$ cat src/include/lcd_defs.svh
`ifndef LCD_DEFS_SVH
`define LCD_DEFS_SVH

// clocks per microsecond unit, kept small for simulation
`define LCD_TICKS_PER_US 2

`define LCD_POWERUP_US 500
`define LCD_CMD_US 10
`define LCD_GAP_US 50
`define LCD_CLEAR_GAP_US 200
`define LCD_ENTRY_GAP_US 100

`define LCD_CYCLE_US 50
`define LCD_E_SETUP_US 1
`define LCD_E_HIGH_END_US 14
`define LCD_E_LOW_END_US 27

`define LCD_ADDR_CFG 32'h0000_0000
`define LCD_ADDR_CMD 32'h0000_0004
`define LCD_ADDR_STATUS 32'h0000_0008

`define LCD_RESP_OKAY 2'b00
`define LCD_RESP_SLVERR 2'b10

`define LCD_CFG_RESET 32'h0000_0052 // n=1 f=0 d=1 c=0 b=0 id=1 s=0

`endif
$ cat src/lcd_pkg.sv
package lcd_pkg;

	typedef struct packed {
		logic [24:0] unused;
		logic        n;  // two-line display
		logic        f;  // 5x10 font
		logic        d;  // display on
		logic        c;  // cursor on
		logic        b;  // cursor blink
		logic        id; // address increment
		logic        s;  // display shift
	} lcd_cfg_t;

	typedef struct packed {
		logic [21:0] unused;
		logic        rs;
		logic        rw;
		logic [7:0]  data;
	} lcd_cmd_t;

	// one bus word, seen as config or as command
	typedef union packed {
		lcd_cfg_t cfg;
		lcd_cmd_t cmd;
	} lcd_reg_u;

	typedef enum logic [2:0] {
		st_powerup,
		st_wait_cfg,
		st_init,
		st_idle,
		st_cycle
	} lcd_state_e;

	typedef struct packed {
		logic [7:0] unused_hi;
		logic [7:0] xfer_count;
		logic [7:0] rd_byte;
		logic [4:0] unused_lo;
		logic       rd_valid;
		logic       init_done;
		logic       busy;
	} lcd_status_t;

endpackage

$ cat src/lcd_ctrl_top.sv
`timescale 1ns/1ns

module lcd_ctrl_top
	import lcd_pkg::*;
(
	input  logic        clk,
	input  logic        arst_n,
	input  logic [31:0] awaddr,
	input  logic        awvalid,
	output logic        awready,
	input  logic [31:0] wdata,
	input  logic        wvalid,
	output logic        wready,
	output logic [1:0]  bresp,
	output logic        bvalid,
	input  logic        bready,
	input  logic [31:0] araddr,
	input  logic        arvalid,
	output logic        arready,
	output logic [31:0] rdata,
	output logic [1:0]  rresp,
	output logic        rvalid,
	input  logic        rready,
	output logic        e,
	output logic        rs,
	output logic        rw,
	output logic [7:0]  lcd_data,
	input  logic [7:0]  lcd_rdata
);

	logic        busy;
	logic        init_done;
	logic        cycle_done;
	logic        cfg_start;
	logic        cmd_start;
	logic        status_rd;
	lcd_reg_u    cfg_word;
	lcd_reg_u    cmd_word;
	lcd_status_t status;

	lcd_axil_decode u_decode (
		.clk(clk), .arst_n(arst_n),
		.awaddr(awaddr), .awvalid(awvalid), .awready(awready),
		.wdata(wdata), .wvalid(wvalid), .wready(wready),
		.bresp(bresp), .bvalid(bvalid), .bready(bready),
		.araddr(araddr), .arvalid(arvalid), .arready(arready),
		.rdata(rdata), .rresp(rresp), .rvalid(rvalid), .rready(rready),
		.busy(busy), .init_done(init_done), .status(status),
		.cfg_start(cfg_start), .cfg_word(cfg_word),
		.cmd_start(cmd_start), .cmd_word(cmd_word), .status_rd(status_rd)
	);

	lcd_bus_exec u_exec (
		.clk(clk), .arst_n(arst_n),
		.cfg_start(cfg_start), .cfg_word(cfg_word),
		.cmd_start(cmd_start), .cmd_word(cmd_word),
		.busy(busy), .init_done(init_done), .cycle_done(cycle_done),
		.e(e), .rs(rs), .rw(rw), .lcd_data(lcd_data)
	);

	lcd_result u_result (
		.clk(clk), .arst_n(arst_n),
		.busy(busy), .init_done(init_done), .cycle_done(cycle_done),
		.e(e), .rw(rw), .lcd_rdata(lcd_rdata),
		.status_rd(status_rd), .status(status)
	);

endmodule

$ cat src/lcd_result.sv
`timescale 1ns/1ns

module lcd_result
	import lcd_pkg::*;
(
	input  logic        clk,
	input  logic        arst_n,
	input  logic        busy,
	input  logic        init_done,
	input  logic        cycle_done,
	input  logic        e,
	input  logic        rw,
	input  logic [7:0]  lcd_rdata,
	input  logic        status_rd,
	output lcd_status_t status
);

	logic       e_q;
	logic       e_fall;
	logic       rd_valid;
	logic [7:0] rd_byte;
	logic [7:0] xfer_count;

	assign e_fall = e_q && !e; // seen on the clock after e drops

	always_ff @(posedge clk or negedge arst_n) begin
		if (!arst_n) begin
			e_q        <= 1'b0;
			rd_valid   <= 1'b0;
			xfer_count <= 8'h00;
		end else begin
			e_q <= e;
			if (e_fall && rw)
				rd_valid <= 1'b1;
			else if (status_rd)
				rd_valid <= 1'b0; // cleared once software has seen it
			if (cycle_done)
				xfer_count <= xfer_count + 8'h01; // wraps at 255
		end
	end

	always_ff @(posedge clk) begin
		if (e_fall && rw)
			rd_byte <= lcd_rdata;
	end

	always_comb begin
		status            = '0;
		status.busy       = busy;
		status.init_done  = init_done;
		status.rd_valid   = rd_valid;
		status.rd_byte    = rd_byte;
		status.xfer_count = xfer_count;
	end

endmodule

$ cat src/lcd_bus_exec.sv
`timescale 1ns/1ns
`include "lcd_defs.svh"

module lcd_bus_exec
	import lcd_pkg::*;
(
	input  logic       clk,
	input  logic       arst_n,
	input  logic       cfg_start,
	input  lcd_reg_u   cfg_word,
	input  logic       cmd_start,
	input  lcd_reg_u   cmd_word,
	output logic       busy,
	output logic       init_done,
	output logic       cycle_done,
	output logic       e,
	output logic       rs,
	output logic       rw,
	output logic [7:0] lcd_data
);

	localparam int T           = `LCD_TICKS_PER_US;
	localparam int POWERUP_LEN = `LCD_POWERUP_US * T;
	localparam int FS_END      = `LCD_CMD_US * T;
	localparam int DC_BEG      = FS_END + `LCD_GAP_US * T;
	localparam int DC_END      = DC_BEG + `LCD_CMD_US * T;
	localparam int CLR_BEG     = DC_END + `LCD_GAP_US * T;
	localparam int CLR_END     = CLR_BEG + `LCD_CMD_US * T;
	localparam int ENT_BEG     = CLR_END + `LCD_CLEAR_GAP_US * T;
	localparam int ENT_END     = ENT_BEG + `LCD_CMD_US * T;
	localparam int INIT_LEN    = ENT_END + `LCD_ENTRY_GAP_US * T;
	localparam int CYCLE_LEN   = `LCD_CYCLE_US * T;
	localparam int E_RISE      = `LCD_E_SETUP_US * T;
	localparam int E_FALL      = `LCD_E_HIGH_END_US * T;
	localparam int BUS_END     = `LCD_E_LOW_END_US * T;
	localparam int CNT_W       = $clog2(POWERUP_LEN + 1); // power-up is the longest phase

	lcd_state_e       state;
	logic [CNT_W-1:0] cnt; // single phase timer cleared at every boundary
	logic             phase_end;

	always_comb begin
		case (state)
			st_powerup: phase_end = (cnt == POWERUP_LEN - 1);
			st_init:    phase_end = (cnt == INIT_LEN - 1);
			st_cycle:   phase_end = (cnt == CYCLE_LEN - 1);
			default:    phase_end = 1'b0;
		endcase
	end

	always_ff @(posedge clk or negedge arst_n) begin
		if (!arst_n) begin
			state <= st_powerup;
			cnt   <= '0;
		end else begin
			if (phase_end || state == st_wait_cfg || state == st_idle)
				cnt <= '0;
			else
				cnt <= cnt + 1'b1;
			case (state)
				st_powerup: if (phase_end) state <= st_wait_cfg;
				st_wait_cfg: if (cfg_start) state <= st_init;
				st_init: if (phase_end) state <= st_idle;
				st_idle: begin
					if (cfg_start)
						state <= st_init; // re-run init with new fields
					else if (cmd_start)
						state <= st_cycle;
				end
				st_cycle: if (phase_end) state <= st_idle;
				default: state <= st_powerup;
			endcase
		end
	end

	assign busy       = (state == st_powerup) || (state == st_init) || (state == st_cycle);
	assign init_done  = (state == st_idle) || (state == st_cycle);
	assign cycle_done = (state == st_cycle) && phase_end;

	// init bytes stay one clock past the e fall for hold time
	always_comb begin
		e        = 1'b0;
		rs       = 1'b0;
		rw       = 1'b0;
		lcd_data = 8'h00;
		case (state)
			st_init: begin
				if (cnt <= FS_END) begin
					e        = (cnt < FS_END);
					lcd_data = {4'b0011, cfg_word.cfg.n, cfg_word.cfg.f, 2'b00}; // function set
				end else if (cnt >= DC_BEG && cnt <= DC_END) begin
					e        = (cnt < DC_END);
					lcd_data = {5'b00001, cfg_word.cfg.d, cfg_word.cfg.c, cfg_word.cfg.b};
				end else if (cnt >= CLR_BEG && cnt <= CLR_END) begin
					e        = (cnt < CLR_END);
					lcd_data = 8'h01; // clear display
				end else if (cnt >= ENT_BEG && cnt <= ENT_END) begin
					e        = (cnt < ENT_END);
					lcd_data = {6'b000001, cfg_word.cfg.id, cfg_word.cfg.s}; // entry mode
				end
			end
			st_cycle: begin
				e = (cnt >= E_RISE) && (cnt < E_FALL); // positive half-cycle
				if (cnt < BUS_END) begin // lines released after the negative half-cycle
					rs       = cmd_word.cmd.rs;
					rw       = cmd_word.cmd.rw;
					lcd_data = cmd_word.cmd.data;
				end
			end
			default: ;
		endcase
	end

	// panel lines hold still for as long as e stays high
	a_lines_hold_with_e: assert property (@(posedge clk) disable iff (!arst_n)
		e && $past(e) |-> $stable(rs) && $stable(rw) && $stable(lcd_data));

	// decode filters writes on busy so no start may land mid-phase
	a_no_start_busy: assert property (@(posedge clk) disable iff (!arst_n)
		(cfg_start || cmd_start) |-> !busy);

endmodule

$ cat src/lcd_axil_decode.sv
`timescale 1ns/1ns
`include "lcd_defs.svh"

module lcd_axil_decode
	import lcd_pkg::*;
(
	input  logic        clk,
	input  logic        arst_n,
	input  logic [31:0] awaddr,
	input  logic        awvalid,
	output logic        awready,
	input  logic [31:0] wdata,
	input  logic        wvalid,
	output logic        wready,
	output logic [1:0]  bresp,
	output logic        bvalid,
	input  logic        bready,
	input  logic [31:0] araddr,
	input  logic        arvalid,
	output logic        arready,
	output logic [31:0] rdata,
	output logic [1:0]  rresp,
	output logic        rvalid,
	input  logic        rready,
	input  logic        busy,
	input  logic        init_done,
	input  lcd_status_t status,
	output logic        cfg_start,
	output lcd_reg_u    cfg_word,
	output logic        cmd_start,
	output lcd_reg_u    cmd_word,
	output logic        status_rd
);

	logic        aw_rdy; // shared by the aw and w channels
	logic        wr_go;
	logic        rd_go;
	logic        wr_cfg_ok;
	logic        wr_cmd_ok;
	logic [1:0]  wr_resp;
	logic [1:0]  rd_resp;
	logic [31:0] rd_word;

	assign awready = aw_rdy;
	assign wready  = aw_rdy;
	assign wr_go   = awvalid && wvalid && aw_rdy;
	assign rd_go   = arvalid && arready;

	always_comb begin
		wr_cfg_ok = 1'b0;
		wr_cmd_ok = 1'b0;
		wr_resp   = `LCD_RESP_SLVERR;
		case (awaddr)
			`LCD_ADDR_CFG: begin
				if (!busy) begin
					wr_cfg_ok = 1'b1;
					wr_resp   = `LCD_RESP_OKAY;
				end
			end
			`LCD_ADDR_CMD: begin
				if (!busy && init_done) begin
					wr_cmd_ok = 1'b1;
					wr_resp   = `LCD_RESP_OKAY;
				end
			end
			`LCD_ADDR_STATUS: wr_resp = `LCD_RESP_OKAY; // read-only, write dropped
			default: ;
		endcase
	end

	always_comb begin
		rd_resp = `LCD_RESP_OKAY;
		rd_word = '0;
		case (araddr)
			`LCD_ADDR_CFG: rd_word = cfg_word;
			`LCD_ADDR_CMD: rd_word = cmd_word;
			`LCD_ADDR_STATUS: rd_word = status;
			default: rd_resp = `LCD_RESP_SLVERR;
		endcase
	end

	always_ff @(posedge clk or negedge arst_n) begin
		if (!arst_n) begin
			aw_rdy    <= 1'b0;
			bvalid    <= 1'b0;
			bresp     <= `LCD_RESP_OKAY;
			arready   <= 1'b0;
			rvalid    <= 1'b0;
			rresp     <= `LCD_RESP_OKAY;
			cfg_start <= 1'b0;
			cmd_start <= 1'b0;
			status_rd <= 1'b0;
			cfg_word  <= `LCD_CFG_RESET;
		end else begin
			aw_rdy    <= awvalid && wvalid && !aw_rdy && !bvalid; // no accept while b is held
			arready   <= arvalid && !arready && !rvalid;
			cfg_start <= wr_go && wr_cfg_ok;
			cmd_start <= wr_go && wr_cmd_ok;
			status_rd <= rd_go && (araddr == `LCD_ADDR_STATUS);
			if (wr_go) begin
				bvalid <= 1'b1;
				bresp  <= wr_resp;
			end else if (bready) begin
				bvalid <= 1'b0;
			end
			if (rd_go) begin
				rvalid <= 1'b1;
				rresp  <= rd_resp;
			end else if (rready) begin
				rvalid <= 1'b0;
			end
			if (wr_go && wr_cfg_ok)
				cfg_word <= wdata;
		end
	end

	always_ff @(posedge clk) begin
		if (wr_go && wr_cmd_ok)
			cmd_word <= wdata;
		if (rd_go)
			rdata <= rd_word;
	end

	// a stalled write response keeps its code until taken
	a_bvalid_hold: assert property (@(posedge clk) disable iff (!arst_n)
		bvalid && !bready |=> bvalid && $stable(bresp));

endmodule

$ cat config.mk
export PLATFORM = sky130hd
export DESIGN_NAME = lcd_ctrl_top
export DESIGN_NICKNAME = d
export VERILOG_FILES = /design/src/lcd_pkg.sv /design/src/lcd_ctrl_top.sv /design/src/lcd_result.sv /design/src/lcd_bus_exec.sv /design/src/lcd_axil_decode.sv
export VERILOG_INCLUDE_DIRS = /design/src /design/src/include
export SDC_FILE = /design/constraint.sdc
export NUM_CORES = 1
export LEC_CHECK = 0
export BUFFER_PORTS_ARGS = -buffer_cell sky130_fd_sc_hd__buf_4
export CELL_PAD_IN_SITES_DETAIL_PLACEMENT = 0
export CELL_PAD_IN_SITES_GLOBAL_PLACEMENT = 1
export CORE_ASPECT_RATIO = 0.6
export CORE_MARGIN = 3
export CORE_UTILIZATION = 42
export CTS_CLUSTER_DIAMETER = 120
export CTS_CLUSTER_SIZE = 30
export DETAILED_ROUTE_END_ITERATION = 8
export PLACE_DENSITY = 0.88
export SETUP_SLACK_MARGIN = 0.1
export SLEW_MARGIN = 20
export SYNTH_ARGS = -nofsm -noshare
export SYNTH_HDL_FRONTEND = slang
export SYNTH_HIERARCHICAL = 1
export SYNTH_SLANG_ARGS = --single-unit
$ cat constraint.sdc
create_clock -name clk -period 3.17 [get_ports clk]
set_input_delay 0.317 -clock clk [delete_from_list [all_inputs] [get_ports clk]]
set_output_delay 0.317 -clock clk [all_outputs]
set_load 0.02 [all_outputs]
==> flow_metrics.tcl, run 1 <==
set metrics [dict create \
    wl_per_cell_um 18.60 \
    arrival_ns 2.62 \
    fin_crit_sh_pct 92.64 \
    synth_compound_gate_area_share_pct 6.959 \
    postLayoutCellArea_um2 8333 \
    nNetsFinal 810 \
    core_um2 14720 \
    hold_viol 0 \
    dpl_cell_area_um2 7687 \
    rows 34 \
    initial_core_util_pct 43.61 \
    async_flop_share_pct 47.06 \
    r2r-end "u_result/rd_byte[5]$_DFFE_PP_" \
    h-tree-depth 4 \
    cts_root_buffer "clkbuf_16" \
    postRouteAntennaNets 0 \
    gp_congestion 0.9197 \
    ys_seq_area_share_pct 58.69 \
    status "complete, no violations" \
    cts.clk_slew.worst_paths_ns 0.06 \
    max_slew_margin_pct 41.72 \
    area_delta_synth_final_pct 29.82 \
    endpoint_kind "output pin" \
    grt_pass1_wl_mm 25.49 \
    cts_max_path_buffers 2 \
    die_x_um 165.6 \
    vdd_drop_max_mv 0.3496 \
    drc 0 \
    cts_hold_buf 0 \
    period_needed_ns 2.937 \
    ctsResizeCount 0 \
    io_buffers 160 \
    ys_top_cells_by_area "edfxtp_1 (34%), dfrtp_1 (24%), nor2_1 (5.5%)" \
    grt_pass1_vias 4666 \
    die_h_um 101.8 \
    synth_adder_area_share_pct 0.5848 \
    setup_viol 0 \
    worst_pin_slew_ns 0.8742 \
    num_vias 4781 \
    setup-tns-final_ns 0 \
    grt-ovfl-total 0 \
    cts_setup_buffers 0 \
    antenna_found_initial 0 \
    crit_type "flip-flop to output pin" \
    startpoint "u_exec/state[1]$_DFFE_PN0P_" \
    rr_startpoint "u_exec/cnt[4]$_DFF_PN0_" \
    cp-start-kind "flip-flop" \
    grt_use_total_pct 20.20 \
    ys_types 60 \
    synth_top_area_share_pct 33.68 \
    drive_gt1_share_pct 35.26 \
    grt_max_degree 65 \
    synth_top_family_by_area "simple AND/OR/NAND/NOR gates" \
    io_pins 163 \
    dpl.hpwl_mm 11.55 \
    insertion_delay_ns 0.41 \
    max_cap_violations 0 \
    crit_chain "nor3b_1 > a21boi_2 > o211ai_1 > o21ai_0 > buf_4" \
    syn_inst 544 \
    firstDrtPassIters 5 \
    drt_iter0_markers 416 \
    yosys.area.top_type "edfxtp_1" \
    rrSetupSlack_ns 0.34 \
    rsz0062_at_grt "false" \
    synth_most_common_cell "nor2_1" \
    yosysWarnings 6 \
    rr_worst_depth 7 \
    power.density_nw_per_um2 520.5 \
    worst_path_max_delay_cell "nor3b_1" \
    synth_commonest_cells "nor2_1 (94), edfxtp_1 (72), dfrtp_1 (61), a21oi_1 (36), mux2i_1 (33)" \
    synthMuxAreaShare_pct 10.94 \
    cts_tree "done" \
    hold_path_class "primary input to async pin" \
    crit_path_end "lcd_data[1]" \
    cts.sink_count 136 \
    synth-edff-count 72 \
    seqCellArea_um2 3767 \
    path_max_fanout 10 \
    synth_xor_area_share_pct 2.320 \
    routed_wl_mm 16.87 \
    syn-cell-area_um2 6419 \
    final_util_pct 56.61 \
    fmax_mhz 340.5 \
    cts_buffers 17 \
    nFillCells 1229 \
    fp.dieArea_um2 16850 \
    finalMaxSlewViolations 0 \
    multi_input_area_um2 2357 \
    required_ns 2.85 \
    synthSimpleGateAreaFrac_pct 14.99 \
    total_power_mw 4.337 \
    synthFlopType "edfxtp_1" \
    synth-seq-cells 136 \
    diodes 0 \
    power.leakage_nw 3.655 \
    slowest_delay_ns 0.56 \
    finClkSkew_ns 0.01450 \
    avgViaCountPerCell 5.271 \
    avgSynthCellArea_um2 11.80 \
]
## logic make-up (layout without fill, tap and decap cells)
family	count (synthesis)	after routing
AOI/OAI and AO/OA	71	71
adders and majority gates	3	3
and+or+nand+nor	190	190
other	2	15
muxes	66	66
buffers and inverters	59	211
DFF	136	136
xor gates and xnor gates	17	17
## cell type report
class / instances / area share, %
clock buffer: 18 / 5.270
clock inverter: 14 / 2.477
inverter: 11 / 0.4955
multi-input combinational: 362 / 28.29
sequential: 136 / 45.21
tap: 198 / 2.973
timing repair buffer: 168 / 15.29
## routing by layer
metal,global-route usage [%],vias to the layer above,routed length (µm)
met5,0,-,0
met4,4.856,0,150
met3,5.231,14,1686
met2,31.20,252,7519
met1,28.81,2292,7517
li1,-,2223,-
## where the power goes
group	leakage, nW	internal, mW	total [mW]	switching, mW
Sequential	1.53	1.88	1.89	0.00935
Combinational	1.80	0.139	0.286	0.147
Clock	0.319	1.36	2.16	0.796
## worst max-delay path, delay by kind of cell (launching register included)
kind | cells | cell delay [ns]
AO/OA/AOI/OAI | 3 | 0.91
AND/OR/NAND/NOR | 1 | 0.56
buffers and inverters | 1 | 0.20
flip-flops | 1 | 0.54
## flip-flops by register name, summed over array words and instances (netlist names), 3 cells and up
register             flops
u_decode/cfg_word       32
u_decode/cmd_word       32
u_decode/rdata          32
u_exec/cnt              10
u_exec/state             3
u_result/rd_byte         8
u_result/xfer_count      8
## how the worst min path moves through the flow
stage,from,end,slack [ns],cells after the start
2_1_floorplan,arst_n,u_decode/arready$_DFF_PN0_,0.02,0
3_3_place_gp,u_decode/status_rd$_DFF_PN0_,u_result/rd_valid$_DFFE_PN0P_,0.43,1
3_5_place_dp,u_decode/status_rd$_DFF_PN0_,u_result/rd_valid$_DFFE_PN0P_,0.43,1
4_1_cts,arst_n,u_decode/awready$_DFF_PN0_,0.05,1
5_1_grt,lcd_rdata[6],u_result/rd_byte[6]$_DFFE_PP_,0.06,1
6_report,arst_n,u_decode/awready$_DFF_PN0_,0.02,1
## per-stage QoR
stage / setup WS, ns / hold slack [ns] / cells
2_1_floorplan: 0.5479 / 0.02141 / 557
3_3_place_gp: 0.5637 / 0.4340 / 875
3_5_place_dp: 0.4500 / 0.4285 / 875
4_1_cts: 0.2737 / 0.05232 / 907
5_1_grt: 0.1223 / 0.06034 / 907
6_report: 0.2334 / 0.02028 / 907
## cells in the final DEF (no fill, tap or decap), drive strengths merged, types with 4 or more instances in the layout
cell type  instances
buf              168
nor2              95
edfxtp            72
dfrtp             61
a21oi             36
mux2i             33
mux2              33
nand2             23
clkbuf            18
inv               18
nor4              17
conb              15
xnor2             13
and3              11
o21ai             10
nand4              8
nand3              7
nand2b             5
bufinv             4
nor3               4
and2               4
xor2               4
nor3b              4
(Power assumes the default switching activity.)
==> run 2, diff against run 1 <==
--- a/config.mk
+++ b/config.mk
@@ -11,14 +11,13 @@
 export CELL_PAD_IN_SITES_GLOBAL_PLACEMENT = 1
 export CORE_ASPECT_RATIO = 0.6
 export CORE_MARGIN = 3
-export CORE_UTILIZATION = 42
+export CORE_UTILIZATION = 41
 export CTS_CLUSTER_DIAMETER = 120
 export CTS_CLUSTER_SIZE = 30
 export DETAILED_ROUTE_END_ITERATION = 8
-export PLACE_DENSITY = 0.88
+export PLACE_DENSITY = 0.87
 export SETUP_SLACK_MARGIN = 0.1
 export SLEW_MARGIN = 20
 export SYNTH_ARGS = -nofsm -noshare
 export SYNTH_HDL_FRONTEND = slang
-export SYNTH_HIERARCHICAL = 1
 export SYNTH_SLANG_ARGS = --single-unit
==> run 2 against run 1 <==
Net effect:
- global-route usage decreased by 0.83 points
- non-clock buffer count increased by 3
- sequential share of layout area increased by 1.2 points
- critical path depth increased by 1
- combinational power about the same
- die area decreased by 3.1%
- sequential power about the same
- power increased by 0.30%
- design area decreased by 2.5%
- utilization increased by 1.3 points
- routed wire length decreased by 5.8%
- area after synthesis decreased by 5.6%
- highest routed layer unchanged
==> flow_metrics.tcl, run 2 <==
set metrics [dict create \
    num_vias 4562 \
    async_flop_share_pct 47.06 \
    synth_commonest_cells "edfxtp_1 (72), nor2_1 (72), dfrtp_1 (61), mux2_2 (33), mux2i_1 (33)" \
    reg_top3 "u_decode.cfg_word: 32 flops, u_decode.cmd_word: 32 flops, u_decode.rdata: 32 flops" \
    cts_max_path_buffers 2 \
    setup_ws_ns 0.2709 \
    synth_top_area_share_pct 35.67 \
    arrival_ns 2.58 \
    rr_startpoint "u_exec.state[2]$_DFFE_PN0P_" \
    routed_wl_mm 15.90 \
    area_delta_synth_final_pct 34.10 \
    syn_inst 495 \
    grt_use_total_pct 19.37 \
    crit_type "flip-flop to output pin" \
    cts_setup_buffers 0 \
    rr_worst_depth 5 \
    synth-edff-count 72 \
    core_um2 14040 \
    postLayoutCellArea_um2 8128 \
    hold_path_class "primary input to async pin" \
    dpl.hpwl_mm 11.23 \
    cts_root_buffer "clkbuf_16" \
    drc 0 \
    instances_no_fill 860 \
    ctsResizeCount 0 \
    grt_max_degree 65 \
    max_cap_violations 0 \
    die_h_um 100.2 \
    required_ns 2.85 \
    gp_congestion 0.8397 \
    avgViaCountPerCell 5.305 \
    initial_core_util_pct 43.17 \
    antenna_found_initial 0 \
    final_common_cell "buf_4" \
    finalMaxSlewViolations 0 \
    hold_viol 0 \
    firstDrtPassIters 5 \
    worst_pin_slew_ns 0.8533 \
    ys_top_cells_by_area "edfxtp_1 (36%), dfrtp_1 (25%), mux2_2 (6.1%)" \
    h-tree-depth 4 \
    nFillCells 1175 \
    period_needed_ns 2.899 \
    io_buffers 160 \
    setup_viol 0 \
    status "complete, no violations" \
    synth-seq-cells 136 \
    power.leakage_nw 3.534 \
    slowest_delay_ns 0.50 \
    fin_crit_sh_pct 91.45 \
    cts.sink_count 136 \
    setup-tns-final_ns 0 \
    worst_path_max_delay_cell "dfrtp_2" \
    ys_types 52 \
    cts_buffers 17 \
    final_util_pct 57.90 \
    die_x_um 163.0 \
    path_max_fanout 13 \
    grt_pass1_wl_mm 24.21 \
    rows 33 \
    drt_iter0_markers 220 \
    diodes 0 \
    syn-cell-area_um2 6061 \
    dpl_cell_area_um2 7470 \
    cts_hold_buf 0 \
    cts.clk_slew.worst_paths_ns 0.06 \
    nNetsFinal 770 \
    insertion_delay_ns 0.41 \
    place_ws_ns 0.5928 \
    synthFlopType "edfxtp_1" \
    fp.dieArea_um2 16330 \
    rsz0062_at_grt "false" \
    finClkSkew_ns 0.01012 \
    r2r-end "u_exec.cnt[2]$_DFF_PN0_" \
    cp-start-kind "flip-flop" \
    io_pins 163 \
    postRouteAntennaNets 0 \
    yosys.area.top_type "edfxtp_1" \
    rrSetupSlack_ns 0.54 \
    drive_gt1_share_pct 37.28 \
    mostFrequentLayoutCells "buf_4 (171), nor2_1 (72), edfxtp_1 (72)" \
    cts_tree "done" \
    place_inst 829 \
    grt-ovfl-total 0 \
    yosysWarnings 0 \
    max_slew_margin_pct 43.11 \
    power.density_nw_per_um2 535.2 \
    wl_per_cell_um 18.49 \
    crit_chain "o21ai_0 > a2111o_1 > a21oi_1 > a221oi_1 > o31ai_1 > buf_4" \
    ys_seq_area_share_pct 62.16 \
    vdd_drop_max_mv 0.2832 \
    fmax_mhz 344.9 \
    grt_pass1_vias 4499 \
    endpoint_kind "output pin" \
    avgSynthCellArea_um2 12.24 \
]
[run 2: cell count changes in the layout (fill, tap and decap cells not counted), moves of 5 or more]
cell,change
and3_1,-5
conb_1,-13
a21oi_1,-5
nor2_1,-22
nor2b_1,+5
[run 2: metal layers]
metal  GRT usage (%)  vias up  part of all wire (%)  wire, µm
li1                -     2122                     -         -
met1           28.16     2245                    46      7282
met2           29.45      184                    46      7256
met3           5.732       11                   7.9      1262
met4           3.314        0                  0.61        97
met5               0        -                     0         0
[run 2: where the power goes]
| part | switching (mW) | leakage, nW | total (mW) | internal (mW) |
|---|---|---|---|---|
| Sequential | 0.0119 | 1.54 | 1.90 | 1.89 |
| Combinational | 0.143 | 1.69 | 0.285 | 0.141 |
| Clock | 0.763 | 0.304 | 2.16 | 1.40 |
[run 2: layout make-up]
cell class,count,area (µm²),area share [%]
clock inverters,14,222.7,2.740
well taps,192,240.2,2.956
flip-flops and latches,136,3769,46.37
repair buffers,171,1284,15.79
multi-input cells,319,2146,26.40
clock buffers,17,425.4,5.234
inverters,11,41.29,0.5080
[run 2: metrics by stage]
stage | hold slack, ns | total power, mW
floorplan | 0.02141 | 2.033
global placement | 0.4465 | 2.217
detailed placement | 0.4602 | 2.223
CTS | 0.04997 | 4.383
global route | 0.07068 | 4.490
finish | 0.001526 | 4.350
[run 2: worst max path at each step]
stage                            startpoint  cells after the start  slack [ns]          end
floorplan           u_exec.cnt[2]$_DFF_PN0_                      6        0.76  lcd_data[0]
global placement    u_exec.cnt[4]$_DFF_PN0_                      6        0.62  lcd_data[0]
detailed placement  u_exec.cnt[4]$_DFF_PN0_                      6        0.59  lcd_data[0]
CTS                 u_exec.cnt[4]$_DFF_PN0_                      6        0.14  lcd_data[0]
global route        u_exec.cnt[6]$_DFF_PN0_                      6        0.16  lcd_data[3]
finish              u_exec.cnt[4]$_DFF_PN0_                      6        0.27  lcd_data[0]
[run 2: worst max-delay path, delay by kind of cell (launching register included)]
family	cells	cell delay [ns]
AO/OA/AOI/OAI	5	1.46
flip-flops	1	0.50
buffers and inverters	1	0.21
[run 2: cell families after synthesis]
logic type	synth area share (%)
other cells	0.06187
simple gates	13.58
flops	62.16
xor+xnor	2.168
mux	11.58
compound gates	6.957
fa+ha+maj	0.6194
buf+inv	2.870
